File: src/ahb_dec_pkg.sv
// Shared definitions for the AHB matrix decoder stage
// Address map is fixed here and covers HADDR[31:10] only
// Regions may overlap and the lowest port number wins
// Port codes above 5 other than DEFAULT_PORT are illegal

package ahb_dec_pkg;

    // --------------------
    // Sizes
    // --------------------
    localparam int NUM_PORTS  = 6;      // Output ports of the matrix
    localparam int DATA_W     = 32;     // HRDATA width
    localparam int DEC_ADDR_W = 22;     // HADDR[31:10]

    // Data-phase target code
    typedef logic [3:0] port_code_t;

    localparam port_code_t DEFAULT_PORT = 4'd8;   // Local default slave

    // --------------------
    // Address map
    // --------------------
    // Inclusive bounds on HADDR[31:10], indexed by port
    localparam logic [DEC_ADDR_W-1:0] REGION_LO [0:NUM_PORTS-1] = '{
        22'h000000,     // Port 0
        22'h080000,     // Port 1
        22'h100000,     // Port 2
        22'h100040,     // Port 3
        22'h100020,     // Port 4
        22'h100080      // Port 5
    };

    localparam logic [DEC_ADDR_W-1:0] REGION_HI [0:NUM_PORTS-1] = '{
        22'h0003ff,     // Port 0
        22'h0803ff,     // Port 1
        22'h100017,     // Port 2
        22'h100043,     // Port 3
        22'h100020,     // Port 4, single 1 KB block
        22'h100081      // Port 5
    };

    // HTRANS encodings
    localparam logic [1:0] TRANS_IDLE   = 2'b00;
    localparam logic [1:0] TRANS_BUSY   = 2'b01;
    localparam logic [1:0] TRANS_NONSEQ = 2'b10;
    localparam logic [1:0] TRANS_SEQ    = 2'b11;

    // HRESP encodings
    localparam logic [1:0] RESP_OKAY  = 2'b00;
    localparam logic [1:0] RESP_ERROR = 2'b01;

    // --------------------
    // Bundles
    // --------------------
    typedef struct packed {
        logic                  sel;     // HSEL from input stage
        logic [DEC_ADDR_W-1:0] addr;    // HADDR[31:10]
        logic [1:0]            trans;   // HTRANS
    } ahb_req_t;

    typedef struct packed {
        logic              readyout;    // HREADYOUT
        logic [1:0]        resp;        // HRESP
        logic [DATA_W-1:0] rdata;       // HRDATA
    } slave_rsp_t;

endpackage

File: src/addr_region_decode.sv
// Address-phase decode, purely combinational
// IDLE transfers stay on the current data-phase port so that an
// IDLE between bursts does not hop to another output stage
// Unmapped addresses go to the default slave

`timescale 1ns/1ns

module addr_region_decode (
    input  ahb_dec_pkg::ahb_req_t                req,          // Address-phase request
    input  ahb_dec_pkg::port_code_t              data_port,    // Current data-phase port
    input  logic [ahb_dec_pkg::NUM_PORTS-1:0]    slv_active,   // Per-port active flags
    output ahb_dec_pkg::port_code_t              addr_port,    // Decoded target
    output logic [ahb_dec_pkg::NUM_PORTS-1:0]    sel,          // One-hot port select
    output logic                                 sel_dft,      // Default slave select
    output logic                                 active        // Active flag of target
);

    logic [ahb_dec_pkg::NUM_PORTS-1:0] region_hit;   // Address inside region k
    logic [ahb_dec_pkg::NUM_PORTS-1:0] hold_hit;     // IDLE on current port k
    logic [ahb_dec_pkg::NUM_PORTS-1:0] port_hit;     // Either condition
    logic                              is_idle;

    assign is_idle = (req.trans == ahb_dec_pkg::TRANS_IDLE);

    // --------------------
    // Region compare
    // --------------------
    always_comb
    begin
        for (int k = 0; k < ahb_dec_pkg::NUM_PORTS; k++)
        begin
            region_hit[k] = (req.addr >= ahb_dec_pkg::REGION_LO[k]) &&
                            (req.addr <= ahb_dec_pkg::REGION_HI[k]);
            // Keep the data-phase port across IDLE
            hold_hit[k]   = is_idle &&
                            (data_port == ahb_dec_pkg::port_code_t'(k));
        end
    end

    assign port_hit = region_hit | hold_hit;

    // --------------------
    // Priority encode
    // --------------------
    // Scan downwards so the lowest qualifying port is the last write
    always_comb
    begin
        addr_port = ahb_dec_pkg::DEFAULT_PORT;   // Nothing mapped
        for (int k = ahb_dec_pkg::NUM_PORTS - 1; k >= 0; k--)
        begin
            if (port_hit[k])
                addr_port = ahb_dec_pkg::port_code_t'(k);
        end
    end

    // --------------------
    // Select outputs
    // --------------------
    always_comb
    begin
        for (int k = 0; k < ahb_dec_pkg::NUM_PORTS; k++)
        begin
            sel[k] = req.sel && (addr_port == ahb_dec_pkg::port_code_t'(k));
        end
        sel_dft = req.sel && (addr_port == ahb_dec_pkg::DEFAULT_PORT);
    end

    // Active flag of the decoded target, not gated by HSEL
    always_comb
    begin
        active = 1'b0;                           // Illegal code
        if (addr_port == ahb_dec_pkg::DEFAULT_PORT)
            active = 1'b1;                       // Default slave always active
        for (int k = 0; k < ahb_dec_pkg::NUM_PORTS; k++)
        begin
            if (addr_port == ahb_dec_pkg::port_code_t'(k))
                active = slv_active[k];
        end
    end

endmodule

File: src/data_phase_route.sv
// Data-phase port register and response mux
// Register advances only when HREADYS is high, so it holds through wait states
// Illegal port codes return a zero-wait OKAY with zero data

`timescale 1ns/1ns

module data_phase_route (
    input  logic                                       HCLK,
    input  logic                                       HRESETn,     // Sync, active low
    input  logic                                       HREADYS,     // Transfer done
    input  ahb_dec_pkg::port_code_t                    addr_port,   // From address decode
    input  ahb_dec_pkg::slave_rsp_t [ahb_dec_pkg::NUM_PORTS-1:0] slv_rsp,
    input  ahb_dec_pkg::slave_rsp_t                    dft_rsp,     // Default slave response
    output ahb_dec_pkg::port_code_t                    data_port,   // Registered target
    output logic                                       HREADYOUTS,
    output logic [1:0]                                 HRESPS,
    output logic [ahb_dec_pkg::DATA_W-1:0]             HRDATAS
);

    ahb_dec_pkg::slave_rsp_t rsp_mux;    // Response of data-phase target

    // --------------------
    // Port register
    // --------------------
    always_ff @(posedge HCLK)
    begin
        if (!HRESETn)
            data_port <= '0;             // Port 0 out of reset
        else if (HREADYS)
            data_port <= addr_port;      // Address phase moves to data phase
    end

    // --------------------
    // Response mux
    // --------------------
    always_comb
    begin
        // Fallback for illegal codes
        rsp_mux.readyout = 1'b1;
        rsp_mux.resp     = ahb_dec_pkg::RESP_OKAY;
        rsp_mux.rdata    = '0;

        if (data_port == ahb_dec_pkg::DEFAULT_PORT)
            rsp_mux = dft_rsp;

        for (int k = 0; k < ahb_dec_pkg::NUM_PORTS; k++)
        begin
            if (data_port == ahb_dec_pkg::port_code_t'(k))
                rsp_mux = slv_rsp[k];
        end
    end

    assign HREADYOUTS = rsp_mux.readyout;
    assign HRESPS     = rsp_mux.resp;
    assign HRDATAS    = rsp_mux.rdata;   // Zero from default slave

endmodule

File: src/default_slave.sv
// Local slave behind unmapped addresses
// NONSEQ and SEQ get the AHB two-cycle ERROR, IDLE and BUSY get zero-wait OKAY
// Assumes the input stage holds HREADYS low while HREADYOUT is low
// Read data is always zero

`timescale 1ns/1ns

module default_slave (
    input  logic                    HCLK,
    input  logic                    HRESETn,     // Sync, active low
    input  logic                    sel_dft,     // Selected in address phase
    input  logic [1:0]              trans,       // HTRANS
    input  logic                    HREADYS,     // Transfer done
    output ahb_dec_pkg::slave_rsp_t dft_rsp
);

    logic err_start;    // Accepted NONSEQ/SEQ to this slave
    logic err_wait;     // First ERROR cycle, HREADYOUT low
    logic err_last;     // Second ERROR cycle, HREADYOUT high

    // Only real transfers raise an error
    always_comb
    begin
        err_start = 1'b0;
        case (trans)
            ahb_dec_pkg::TRANS_IDLE,
            ahb_dec_pkg::TRANS_BUSY:   err_start = 1'b0;
            ahb_dec_pkg::TRANS_NONSEQ,
            ahb_dec_pkg::TRANS_SEQ:    err_start = sel_dft && HREADYS;
            default:                   err_start = 1'b0;
        endcase
    end

    // --------------------
    // Error sequencer
    // --------------------
    always_ff @(posedge HCLK)
    begin
        if (!HRESETn)
        begin
            err_wait <= 1'b0;
            err_last <= 1'b0;
        end
        else
        begin
            err_wait <= err_start;   // Wait cycle follows acceptance
            err_last <= err_wait;    // Completion cycle follows wait
        end
    end

    always_comb
    begin
        dft_rsp.readyout = ~err_wait;
        dft_rsp.resp     = (err_wait || err_last) ? ahb_dec_pkg::RESP_ERROR
                                                  : ahb_dec_pkg::RESP_OKAY;
        dft_rsp.rdata    = '0;
    end

endmodule

File: src/ahb_decoder_stage.sv
// Decoder stage of one AHB bus matrix input port
// Address phase decodes to one of six output ports or the default slave
// Data phase routes the chosen port's response back to the input stage
// Synchronous active-low reset, one clock domain

`timescale 1ns/1ns

module ahb_decoder_stage (
    input  logic                                       HCLK,
    input  logic                                       HRESETn,

    // From input stage
    input  ahb_dec_pkg::ahb_req_t                      req,
    input  logic                                       HREADYS,

    // From output stages
    input  ahb_dec_pkg::slave_rsp_t [ahb_dec_pkg::NUM_PORTS-1:0] slv_rsp,
    input  logic [ahb_dec_pkg::NUM_PORTS-1:0]          slv_active,

    // Port selects
    output logic [ahb_dec_pkg::NUM_PORTS-1:0]          sel,
    output logic                                       active,

    // Back to input stage
    output logic                                       HREADYOUTS,
    output logic [1:0]                                 HRESPS,
    output logic [ahb_dec_pkg::DATA_W-1:0]             HRDATAS
);

    ahb_dec_pkg::port_code_t addr_port;   // Address-phase target
    ahb_dec_pkg::port_code_t data_port;   // Data-phase target
    logic                    sel_dft;     // Default slave HSEL
    ahb_dec_pkg::slave_rsp_t dft_rsp;     // Default slave response

    // --------------------
    // Address phase
    // --------------------
    addr_region_decode u_addr_region_decode (
        .req        (req),
        .data_port  (data_port),    // Needed for IDLE hold
        .slv_active (slv_active),
        .addr_port  (addr_port),
        .sel        (sel),
        .sel_dft    (sel_dft),
        .active     (active)
    );

    // Unmapped accesses land here
    default_slave u_default_slave (
        .HCLK       (HCLK),
        .HRESETn    (HRESETn),
        .sel_dft    (sel_dft),
        .trans      (req.trans),
        .HREADYS    (HREADYS),
        .dft_rsp    (dft_rsp)
    );

    // --------------------
    // Data phase
    // --------------------
    data_phase_route u_data_phase_route (
        .HCLK       (HCLK),
        .HRESETn    (HRESETn),
        .HREADYS    (HREADYS),
        .addr_port  (addr_port),
        .slv_rsp    (slv_rsp),
        .dft_rsp    (dft_rsp),
        .data_port  (data_port),
        .HREADYOUTS (HREADYOUTS),
        .HRESPS     (HRESPS),
        .HRDATAS    (HRDATAS)
    );

endmodule

File: config.mk
export PLATFORM = sky130hd
export DESIGN_NAME = ahb_decoder_stage
export DESIGN_NICKNAME = d
export VERILOG_FILES = /design/src/ahb_dec_pkg.sv /design/src/addr_region_decode.sv /design/src/data_phase_route.sv /design/src/default_slave.sv /design/src/ahb_decoder_stage.sv
export SDC_FILE = /design/constraint.sdc
export NUM_CORES = 1
export LEC_CHECK = 0
export BUFFER_PORTS_ARGS = -buffer_cell sky130_fd_sc_hd__buf_2
export CAP_MARGIN = 20
export CORE_AREA = 2 2 112 114
export DETAILED_ROUTE_END_ITERATION = 8
export DIE_AREA = 0 0 114 116
export PLACE_DENSITY = 0.69
export SKIP_LAST_GASP = 1
export SYNTH_ARGS = -nofsm -noshare
export SYNTH_HDL_FRONTEND = slang
export SYNTH_HIERARCHICAL = 1
export SYNTH_SLANG_ARGS = --single-unit
File: constraint.sdc
create_clock -name HCLK -period 4.4 [get_ports HCLK]
set_input_delay 0.22 -clock HCLK [delete_from_list [all_inputs] [get_ports HCLK]]
set_output_delay 0.22 -clock HCLK [all_outputs]
set_load 0.01 [all_outputs]
==> impl_metrics.yaml, run 1 <==
timing:
  rsz0062_at_grt: "no"
  skew_ns: 0.00139
  slew_violations: 0
  hold_viol_final: 0
  setup_ws_ns: 1.23
  max-slew-margin-rel_pct: 49.4
  min_period_ns: 3.17
  fmax_mhz: 316
  period_share_pct: 72.0
  setup_violations: 0
  fin_setup_tns_ns: 0
  worst_slew_pin_slew_ns: 0.758
routing:
  num_vias: 4605
  drc: 0
  firstDrtPassIters: 4
  wl_per_cell_um: 15.2
  drtIter0Drc: 271
  via_per_inst: 5.19
  wirelength_um: 13500
  ant_nets: 0
synth:
  yosysSeqAreaShare_pct: 3.48
  async_flop_share_pct: 0
  yosys.area.top_type: "nor2_1"
  yosysMostFrequentCell: "nor2_1"
  synth_top_area_share_pct: 12.3
  ys_top_cells_by_area: "nor2_1 12%, mux2i_1 11%, o22ai_2 11%, o32a_1 9.9%, a2bb2oi_1 8.4%"
  synth-edff-count: 0
  synth_warnings: 6
  synth_common_cells: "113 x nor2_1, 39 x mux2i_1, 36 x o21a_1, 35 x nor3_1"
  synth-main-ff-cell: "dfxtp_1"
  synth-seq-cells: 6
  ys_types: 53
  synth_area_mm2: 0.00345
  synth_cells: 492
  syn_area_per_cell_um2: 7.02
layout:
  nets: 984
  syn_to_final_growth_pct: 41.2
  final_cells: 887
  drive_gt1_share_pct: 47.0
  final_core_util_pct: 40.9
power:
  power.density_mw_per_mm2: 125
  comb_power_share_pct: 64.6
  p_leak_nw: 2.27
  p_total_w: 0.000611
  switchingPower_w: 0.000222
  swShare_pct: 36.4
  p_int_w: 0.000389
  clkPwrFrac_pct: 23.9
  seqPwrFrac_pct: 11.6
  ir_worst_vdd_uv: 96.6
worst_hold_path:
  hold_path_class: "input pin to flop"
die:
  rows: 40
  start_util_pct: 29.0
  die_h_um: 116
  die_x_um: 114
  coreArea_mm2: 0.0119
  dieArea_mm2: 0.0132
  top_level_ports: 286
critical_path:
  cp.arrival_ns: 2.95
  slowest_delay_ns: 0.54
  critPathLaunchType: "input pin"
  crit_buf_inv: 2
  cpMostUsedCell: "buf_2"
  path_cells: "buf_2 > or4_4 > or3_4 > a2111oi_4 > o211ai_2 > a311oi_4 > mux2_1 > a32o_2 > buf_2"
  crit_fanout: 5
  critical_path_class: "input pin to output port"
  cp.required_ns: 4.18
  cp-end-kind: "output port"
  path_delay_family: "compound AO/OA/AOI/OAI gates"
  slowest_stage: "or4_4"
cts:
  cts.sinks: 6
  clkTransAtPathRegs_ns: 0.03
  ctsResizeCount: 0
  postCtsSetupRepairBufs: 0
  hold_buffers: 0
  root_buffer: "clkbuf_16"
  clk_latency_ns: 0.23
  cts_buffers: 3
  clockBufferDepth: 2
  cts_tree: "built"
  htree_levels: 1
grt:
  grt_pass1_wl_um: 20600
  first_global_vias: 4339
  grt_max_degree: 62
  antenna_found_initial: 1
  grtUsageTotal_pct: 19.0
  grt_overflow: 0
placement:
  gp_congestion: 0.857
  place_ws_ns: 1.25
  dp_hpwl_um: 10300
  placed_cells: 882
  portBuffers: 285
run:
  maxCapViolCount: 0
outcome:
  status: "complete, no violations"
stage by stage:
stage	area [um^2]	hold WS, ns
finish	4880	0.268
CTS	4870	0.262
global route	4870	0.288
floorplan	3570	0.348
global placement	4800	0.480
detailed placement	4800	0.485
power by group through the flow:
stage	Sequential [W]	Combinational, W	Clock (W)
finish	0.0000707	0.000395	0.000146
global route	0.0000730	0.000435	0.000153
CTS	0.0000712	0.000397	0.000149
detailed placement	0.0000721	0.000395	0
global placement	0.0000720	0.000393	0
floorplan	0.0000579	0.000253	0
worst reg2reg max path: cells and delay by family (launching register included):
| kind | cells | cell delay [ns] |
|---|---|---|
| AND/OR/NAND/NOR | 5 | 1.12 |
| AO/OA/AOI/OAI | 2 | 0.74 |
| flip-flops | 1 | 0.66 |
routing by layer:
layer | share of wire (%) | vias up | wire (um) | track usage (%)
met5 | 0 | - | 0 | 0
met4 | 1.8 | 0 | 241 | 5.69
met3 | 7.2 | 16 | 974 | 2.93
met2 | 49 | 218 | 6610 | 34.5
met1 | 42 | 2082 | 5670 | 23.2
li1 | - | 2289 | - | -
layout by cell type, fill, tap and decap left out, drive strengths merged, types with 5 or more instances in the layout:
cell	synthesis	final
o21a	36	36
inv	5	5
nor3	35	35
a2bb2oi	33	33
nor2b	7	7
nand2	6	6
mux2i	39	39
nand3b	5	5
or3	6	6
nor2	113	113
o22ai	34	34
dfxtp	6	6
o32a	34	34
conb	1	33
buf	59	294
layout make-up:
cell class / instances / area, um^2
inverter: 5 / 18.8
tap: 147 / 184
timing repair buffer: 294 / 1490
multi-input combinational: 430 / 2970
fill: 1259 / 7030
clock buffer: 3 / 75.1
sequential: 6 / 128
antenna: 2 / 5.00
sequential cells by signal (all words and copies together), names as in the netlist:
name                          count
u_default_slave/err_last          1
u_default_slave/err_wait          1
u_data_phase_route/data_port      4
kinds of logic after synthesis:
kind of cell / share of synthesized area [%]
multiplexers: 12.0
other: 0.109
flip-flops: 3.48
buffers and inverters: 14.3
AND/OR/NAND/NOR: 26.9
AO/OA/AOI/OAI: 43.3
path summary, 6_finish.rpt:
kind	from	endpoint	slack [ns]	cells after the start
min	HRESETn	u_data_phase_route/data_port[3]	0.27	2
max reg2reg	u_data_phase_route/data_port[3]	u_default_slave/err_wait	1.82	7
min reg2reg	u_default_slave/err_wait	u_default_slave/err_last	0.49	1
max	req[14]	active	1.23	9
Note: power is estimated with default switching activity, not from simulation.
==> run 2: changes to the inputs <==
--- a/config.mk
+++ b/config.mk
@@ -7,10 +7,10 @@
 export LEC_CHECK = 0
 export BUFFER_PORTS_ARGS = -buffer_cell sky130_fd_sc_hd__buf_2
 export CAP_MARGIN = 20
-export CORE_AREA = 2 2 112 114
+export CORE_AREA = 2 2 110 112
 export DETAILED_ROUTE_END_ITERATION = 8
-export DIE_AREA = 0 0 114 116
-export PLACE_DENSITY = 0.69
+export DIE_AREA = 0 0 112 114
+export PLACE_DENSITY = 0.71
 export SKIP_LAST_GASP = 1
 export SYNTH_ARGS = -nofsm -noshare
 export SYNTH_HDL_FRONTEND = slang
==> constraint.sdc (replaced) <==
create_clock -name HCLK -period 3.3 [get_ports HCLK]
set_input_delay 0.165 -clock HCLK [delete_from_list [all_inputs] [get_ports HCLK]]
set_output_delay 0.165 -clock HCLK [all_outputs]
set_load 0.01 [all_outputs]
==> run 2 against run 1 <==
  * Sequential power rose by 30%
  * Clock power rose by 32%
  * Die area fell by 3.4%
  * Worst hold slack got worse by 0.035 ns
  * Critical path depth did not move
  * Critical path type unchanged
  * Critical endpoint unchanged
  * Largest cell class unchanged
==> impl_metrics.yaml, run 2 (synthesized netlist as in run 1, its figures left out) <==
grt:
  first_global_vias: 4413
  grtUsageTotal_pct: 20.2
  grt_max_degree: 67
  antenna_found_initial: 0
  grt_overflow: 0
  grt_pass1_wl_um: 21600
cts:
  root_buffer: "clkbuf_16"
  cts.sinks: 6
  ctsResizeCount: 0
  postCtsSetupRepairBufs: 0
  cts_tree: "built"
  clkTransAtPathRegs_ns: 0.03
  clk_latency_ns: 0.22
  htree_levels: 1
  cts_buffers: 3
  hold_buffers: 0
  clockBufferDepth: 2
placement:
  gp_congestion: 0.849
  place_ws_ns: 0.242
  portBuffers: 285
  dp_hpwl_um: 10600
routing:
  drtIter0Drc: 271
  wirelength_um: 13800
  num_vias: 4582
  drc: 0
  ant_nets: 0
  wl_per_cell_um: 15.6
  firstDrtPassIters: 4
  via_per_inst: 5.16
layout:
  nets: 987
  reg_top3: "u_data_phase_route/data_port x4, u_default_slave/err_last x1, u_default_slave/err_wait x1"
  drive_gt1_share_pct: 47.2
  syn_to_final_growth_pct: 42.5
  final_cell_mix: "285 x buf_2, 113 x nor2_1, 39 x mux2i_1"
  largest_reg_flops: 4
  layout_commonest_cell: "buf_2"
  top_register: "u_data_phase_route/data_port"
  antenna_cells: 0
die:
  die_x_um: 112
  top_level_ports: 286
  start_util_pct: 29.5
  dieArea_mm2: 0.0128
  die_h_um: 114
  rows: 40
  coreArea_mm2: 0.0117
timing:
  setup_violations: 0
  period_share_pct: 93.1
  setup_ws_ns: 0.227
  worst_slew_pin_slew_ns: 0.825
  fmax_mhz: 325
  fin_setup_tns_ns: 0
  rsz0062_at_grt: "no"
  slew_violations: 0
  skew_ns: 0.000131
  hold_viol_final: 0
  max-slew-margin-rel_pct: 45.0
  min_period_ns: 3.07
critical_path:
  cp.arrival_ns: 2.91
  cp-end-kind: "output port"
  critical_path_class: "input pin to output port"
  critPathLaunchType: "input pin"
  cp.required_ns: 3.13
  crit_fanout: 5
power:
  power.density_mw_per_mm2: 166
  ir_worst_vdd_uv: 121
  p_leak_nw: 2.30
run:
  maxCapViolCount: 0
worst_hold_path:
  hold_path_class: "input pin to flop"
outcome:
  status: "complete, no violations"
## run 2: area by class of cell
class / instances / area, um^2
Timing Repair Buffer: 297 / 1540
Tap cell: 147 / 184
Fill cell: 1255 / 6790
Sequential cell: 6 / 128
Multi-Input combinational cell: 430 / 2970
Inverter: 5 / 18.8
Clock buffer: 3 / 75.1
## run 2: stage by stage
step / cells / util [%] / hold slack [ns] / power [W] / cell area [um^2]
5_1_grt: 888 / 42.0 / 0.250 / 0.000885 / 4920
4_1_cts: 888 / 42.0 / 0.226 / 0.000824 / 4920
6_report: 888 / 42.0 / 0.233 / 0.000818 / 4920
3_5_place_dp: 885 / 41.4 / 0.457 / 0.000629 / 4840
2_1_floorplan: 524 / - / 0.293 / 0.000414 / 3570
3_3_place_gp: 885 / 41.4 / 0.454 / 0.000622 / 4840
## run 2: where the power goes
group          internal [W]  switching, W
sequential        0.0000745     0.0000171
combinational      0.000290      0.000245
clock              0.000155     0.0000367
total              0.000520      0.000299
## run 2: worst max-delay path: stages
cell and delay [ns]:
buf_2 0.10, or4_4 0.54, or3_4 0.37, a2111oi_4 0.40, o211ai_2 0.20, a311oi_4 0.42
mux2_1 0.36, a32o_2 0.21, buf_2 0.13
## run 2: metal layers
layer | wire, um | global-route usage (%) | vias up
met5 | 0 | 0 | -
met4 | 104 | 2.85 | 0
met1 | 5800 | 24.5 | 2098
met2 | 7000 | 38.8 | 179
met3 | 933 | 2.60 | 10
li1 | - | - | 2295
## run 2: path summary, 6_finish.rpt
path	slack, ns	from	cells after the start	to
max	0.23	req[14]	9	active
max reg2reg	0.65	u_data_phase_route/data_port[3]	7	u_default_slave/err_wait
min	0.23	HRESETn	2	u_data_phase_route/data_port[1]
min reg2reg	0.50	u_default_slave/err_wait	1	u_default_slave/err_last
==> run 3: changes to the inputs <==
--- a/config.mk
+++ b/config.mk
@@ -8,9 +8,11 @@
 export BUFFER_PORTS_ARGS = -buffer_cell sky130_fd_sc_hd__buf_2
 export CAP_MARGIN = 20
 export CORE_AREA = 2 2 110 112
+export CTS_CLUSTER_DIAMETER = 150
 export DETAILED_ROUTE_END_ITERATION = 8
 export DIE_AREA = 0 0 112 114
 export PLACE_DENSITY = 0.71
+export SETUP_SLACK_MARGIN = 0.4
 export SKIP_LAST_GASP = 1
 export SYNTH_ARGS = -nofsm -noshare
 export SYNTH_HDL_FRONTEND = slang
==> run 3 against run 2 <==
  * Register-to-register slack improved by 0.15 ns
  * Worst hold slack got worse by 0.0047 ns
  * Final area rose by 1.1%
  * Combinational power rose by 3%
  * Critical path depth did not move
  * Via count rose by 1.2%
  * Clock power barely moved
  * Sequential share of layout area barely moved
  * First-iteration DRC count rose by 2.2%
  * Wire length rose by 1.1%
  * Global-route usage barely moved
  * Sequential cell count did not move
==> impl_metrics.yaml, run 3 (synthesized netlist as in run 1, its figures left out) <==
cts:
  clockBufferDepth: 2
  cts_buffers: 3
  cts.sinks: 6
  cts_tree: "built"
  clkTransAtPathRegs_ns: 0.03
  clk_latency_ns: 0.22
  root_buffer: "clkbuf_16"
  htree_levels: 1
worst_hold_path:
  hp-start: "HRESETn"
  whs_path_depth: 2
  hold_path_class: "input pin to flop"
  whs_endpoint: "u_data_phase_route/data_port[1]"
grt:
  antenna_found_initial: 0
  grt_max_degree: 67
  grt_pass1_wl_um: 21600
  grt_overflow: 0
  grtUsageTotal_pct: 20.2
  first_global_vias: 4433
placement:
  portBuffers: 285
  gp_congestion: 0.849
  dp_hpwl_um: 10600
  placed_cells: 885
routing:
  wirelength_um: 14000
  drc: 0
  ant_nets: 0
  firstDrtPassIters: 4
  drtIter0Drc: 277
  num_vias: 4638
  via_per_inst: 5.21
  wl_per_cell_um: 15.7
layout:
  reg_top3: "u_data_phase_route/data_port x4, u_default_slave/err_last x1, u_default_slave/err_wait x1"
  layout_commonest_cell: "buf_2"
  syn_to_final_growth_pct: 44.1
  antenna_cells: 0
  largest_reg_flops: 4
  nets: 990
  top_register: "u_data_phase_route/data_port"
  nFillCells: 1253
  multiInputGateArea_mm2: 0.00299
  final_cell_mix: "285 x buf_2, 113 x nor2_1, 39 x mux2i_1"
  drive_gt1_share_pct: 47.7
  register_area_um2: 128
  final_cells: 891
power:
  swShare_pct: 36.5
  ir_worst_vdd_uv: 121
  p_leak_nw: 2.32
  switchingPower_w: 0.000302
  clkPwrFrac_pct: 23.2
  p_total_w: 0.000827
  power.density_mw_per_mm2: 166
  seqPwrFrac_pct: 10.4
  p_int_w: 0.000525
  comb_power_share_pct: 66.4
critical_path:
  cp.required_ns: 3.13
  path_cells: "buf_2 > or4_4 > or2_2 > a2111oi_4 > o211ai_2 > a311oi_4 > mux2_1 > a32o_2 > buf_2"
  critical_path_class: "input pin to output port"
  cp.arrival_ns: 2.71
  ff2ff_path_depth: 7
  reg2reg_setup_slack_ns: 0.80
  slowest_stage: "or4_4"
  cp-end-kind: "output port"
  crit_fanout: 4
  slowest_delay_ns: 0.55
  cpMostUsedCell: "buf_2"
  r2r_end: "u_default_slave/err_wait"
  critPathLaunchType: "input pin"
  crit-reg2reg-launch: "u_data_phase_route/data_port[3]"
timing:
  fin_setup_tns_ns: 0
  fmax_mhz: 348
  max-slew-margin-rel_pct: 44.7
  skew_ns: 0.000109
  setup_violations: 0
  rsz0062_at_grt: "yes"
  min_period_ns: 2.88
  worst_slew_pin_slew_ns: 0.829
  period_share_pct: 87.2
  slew_violations: 0
  hold_viol_final: 0
outcome:
  status: "complete, no violations"
die:
  die_h_um: 114
  dieArea_mm2: 0.0128
  start_util_pct: 29.5
  top_level_ports: 286
  rows: 40
  coreArea_mm2: 0.0117
  die_x_um: 112
run:
  maxCapViolCount: 0
-- run 3: cell types whose count changed in the layout (fill, tap and decap cells not counted) --
cell / delta
buf_4: +2
nor4_1: -1
nor4_2: +1
buf_16: +1
or4_1: -1
or4_4: +2
or4_2: -1
-- run 3: cell type report --
| cell class | count | share of cell area [%] |
|---|---|---|
| Multi-Input combinational cell | 430 | 60.0 |
| Timing Repair Buffer | 300 | 31.8 |
| Tap cell | 147 | 3.70 |
| Sequential cell | 6 | 2.57 |
| Clock buffer | 3 | 1.51 |
| Inverter | 5 | 0.377 |
-- run 3: timing repair --
action | 4_1_cts | 5_1_grt
hold buffers | 0 | 0
setup buffers | 2 | 1
gates resized for setup | 2 | 1
setup endpoints to repair | 1 | 3
pin swaps | 3 | 0
-- run 3: worst max-delay path: cells and delay by family --
| kind | cells | cell delay [ns] |
|---|---|---|
| AO/OA/AOI/OAI | 4 | 1.07 |
| buffers and inverters | 2 | 0.23 |
| multiplexers | 1 | 0.35 |
| AND/OR/NAND/NOR | 2 | 0.89 |
-- run 3: worst max path at each step --
stage / from / endpoint / depth (start not counted)
after floorplan: req[14] / active / 7
after global placement: req[14] / active / 9
after detailed placement: req[14] / active / 9
after CTS: req[18] / active / 9
after global routing: req[18] / active / 9
final: req[18] / active / 9
-- run 3: metal layers --
| layer | share of wire [%] | vias up | track usage (%) |
|---|---|---|---|
| met5 | 0 | - | 0 |
| met4 | 0.61 | 0 | 2.85 |
| met3 | 6.7 | 8 | 2.66 |
| met2 | 51 | 186 | 38.9 |
| met1 | 42 | 2142 | 24.5 |
| li1 | - | 2302 | - |
-- run 3: power by group through the flow --
stage | registers [W] | logic (W) | clock network, W
floorplan | 0.0000772 | 0.000337 | 0
finish | 0.0000860 | 0.000549 | 0.000192
global placement | 0.0000926 | 0.000530 | 0
global route | 0.0000877 | 0.000604 | 0.000202
detailed placement | 0.0000926 | 0.000537 | 0
CTS | 0.0000916 | 0.000539 | 0.000195
-- run 3: through the flow --
step	worst slack [ns]	cell area (um^2)	hold WS, ns	utilization [%]
floorplan	0.585	3570	0.293	-
global placement	0.284	4840	0.454	41.4
detailed placement	0.242	4840	0.457	41.4
CTS	0.447	4940	0.226	42.2
global route	0.356	4970	0.250	42.5
finish	0.423	4970	0.228	42.5
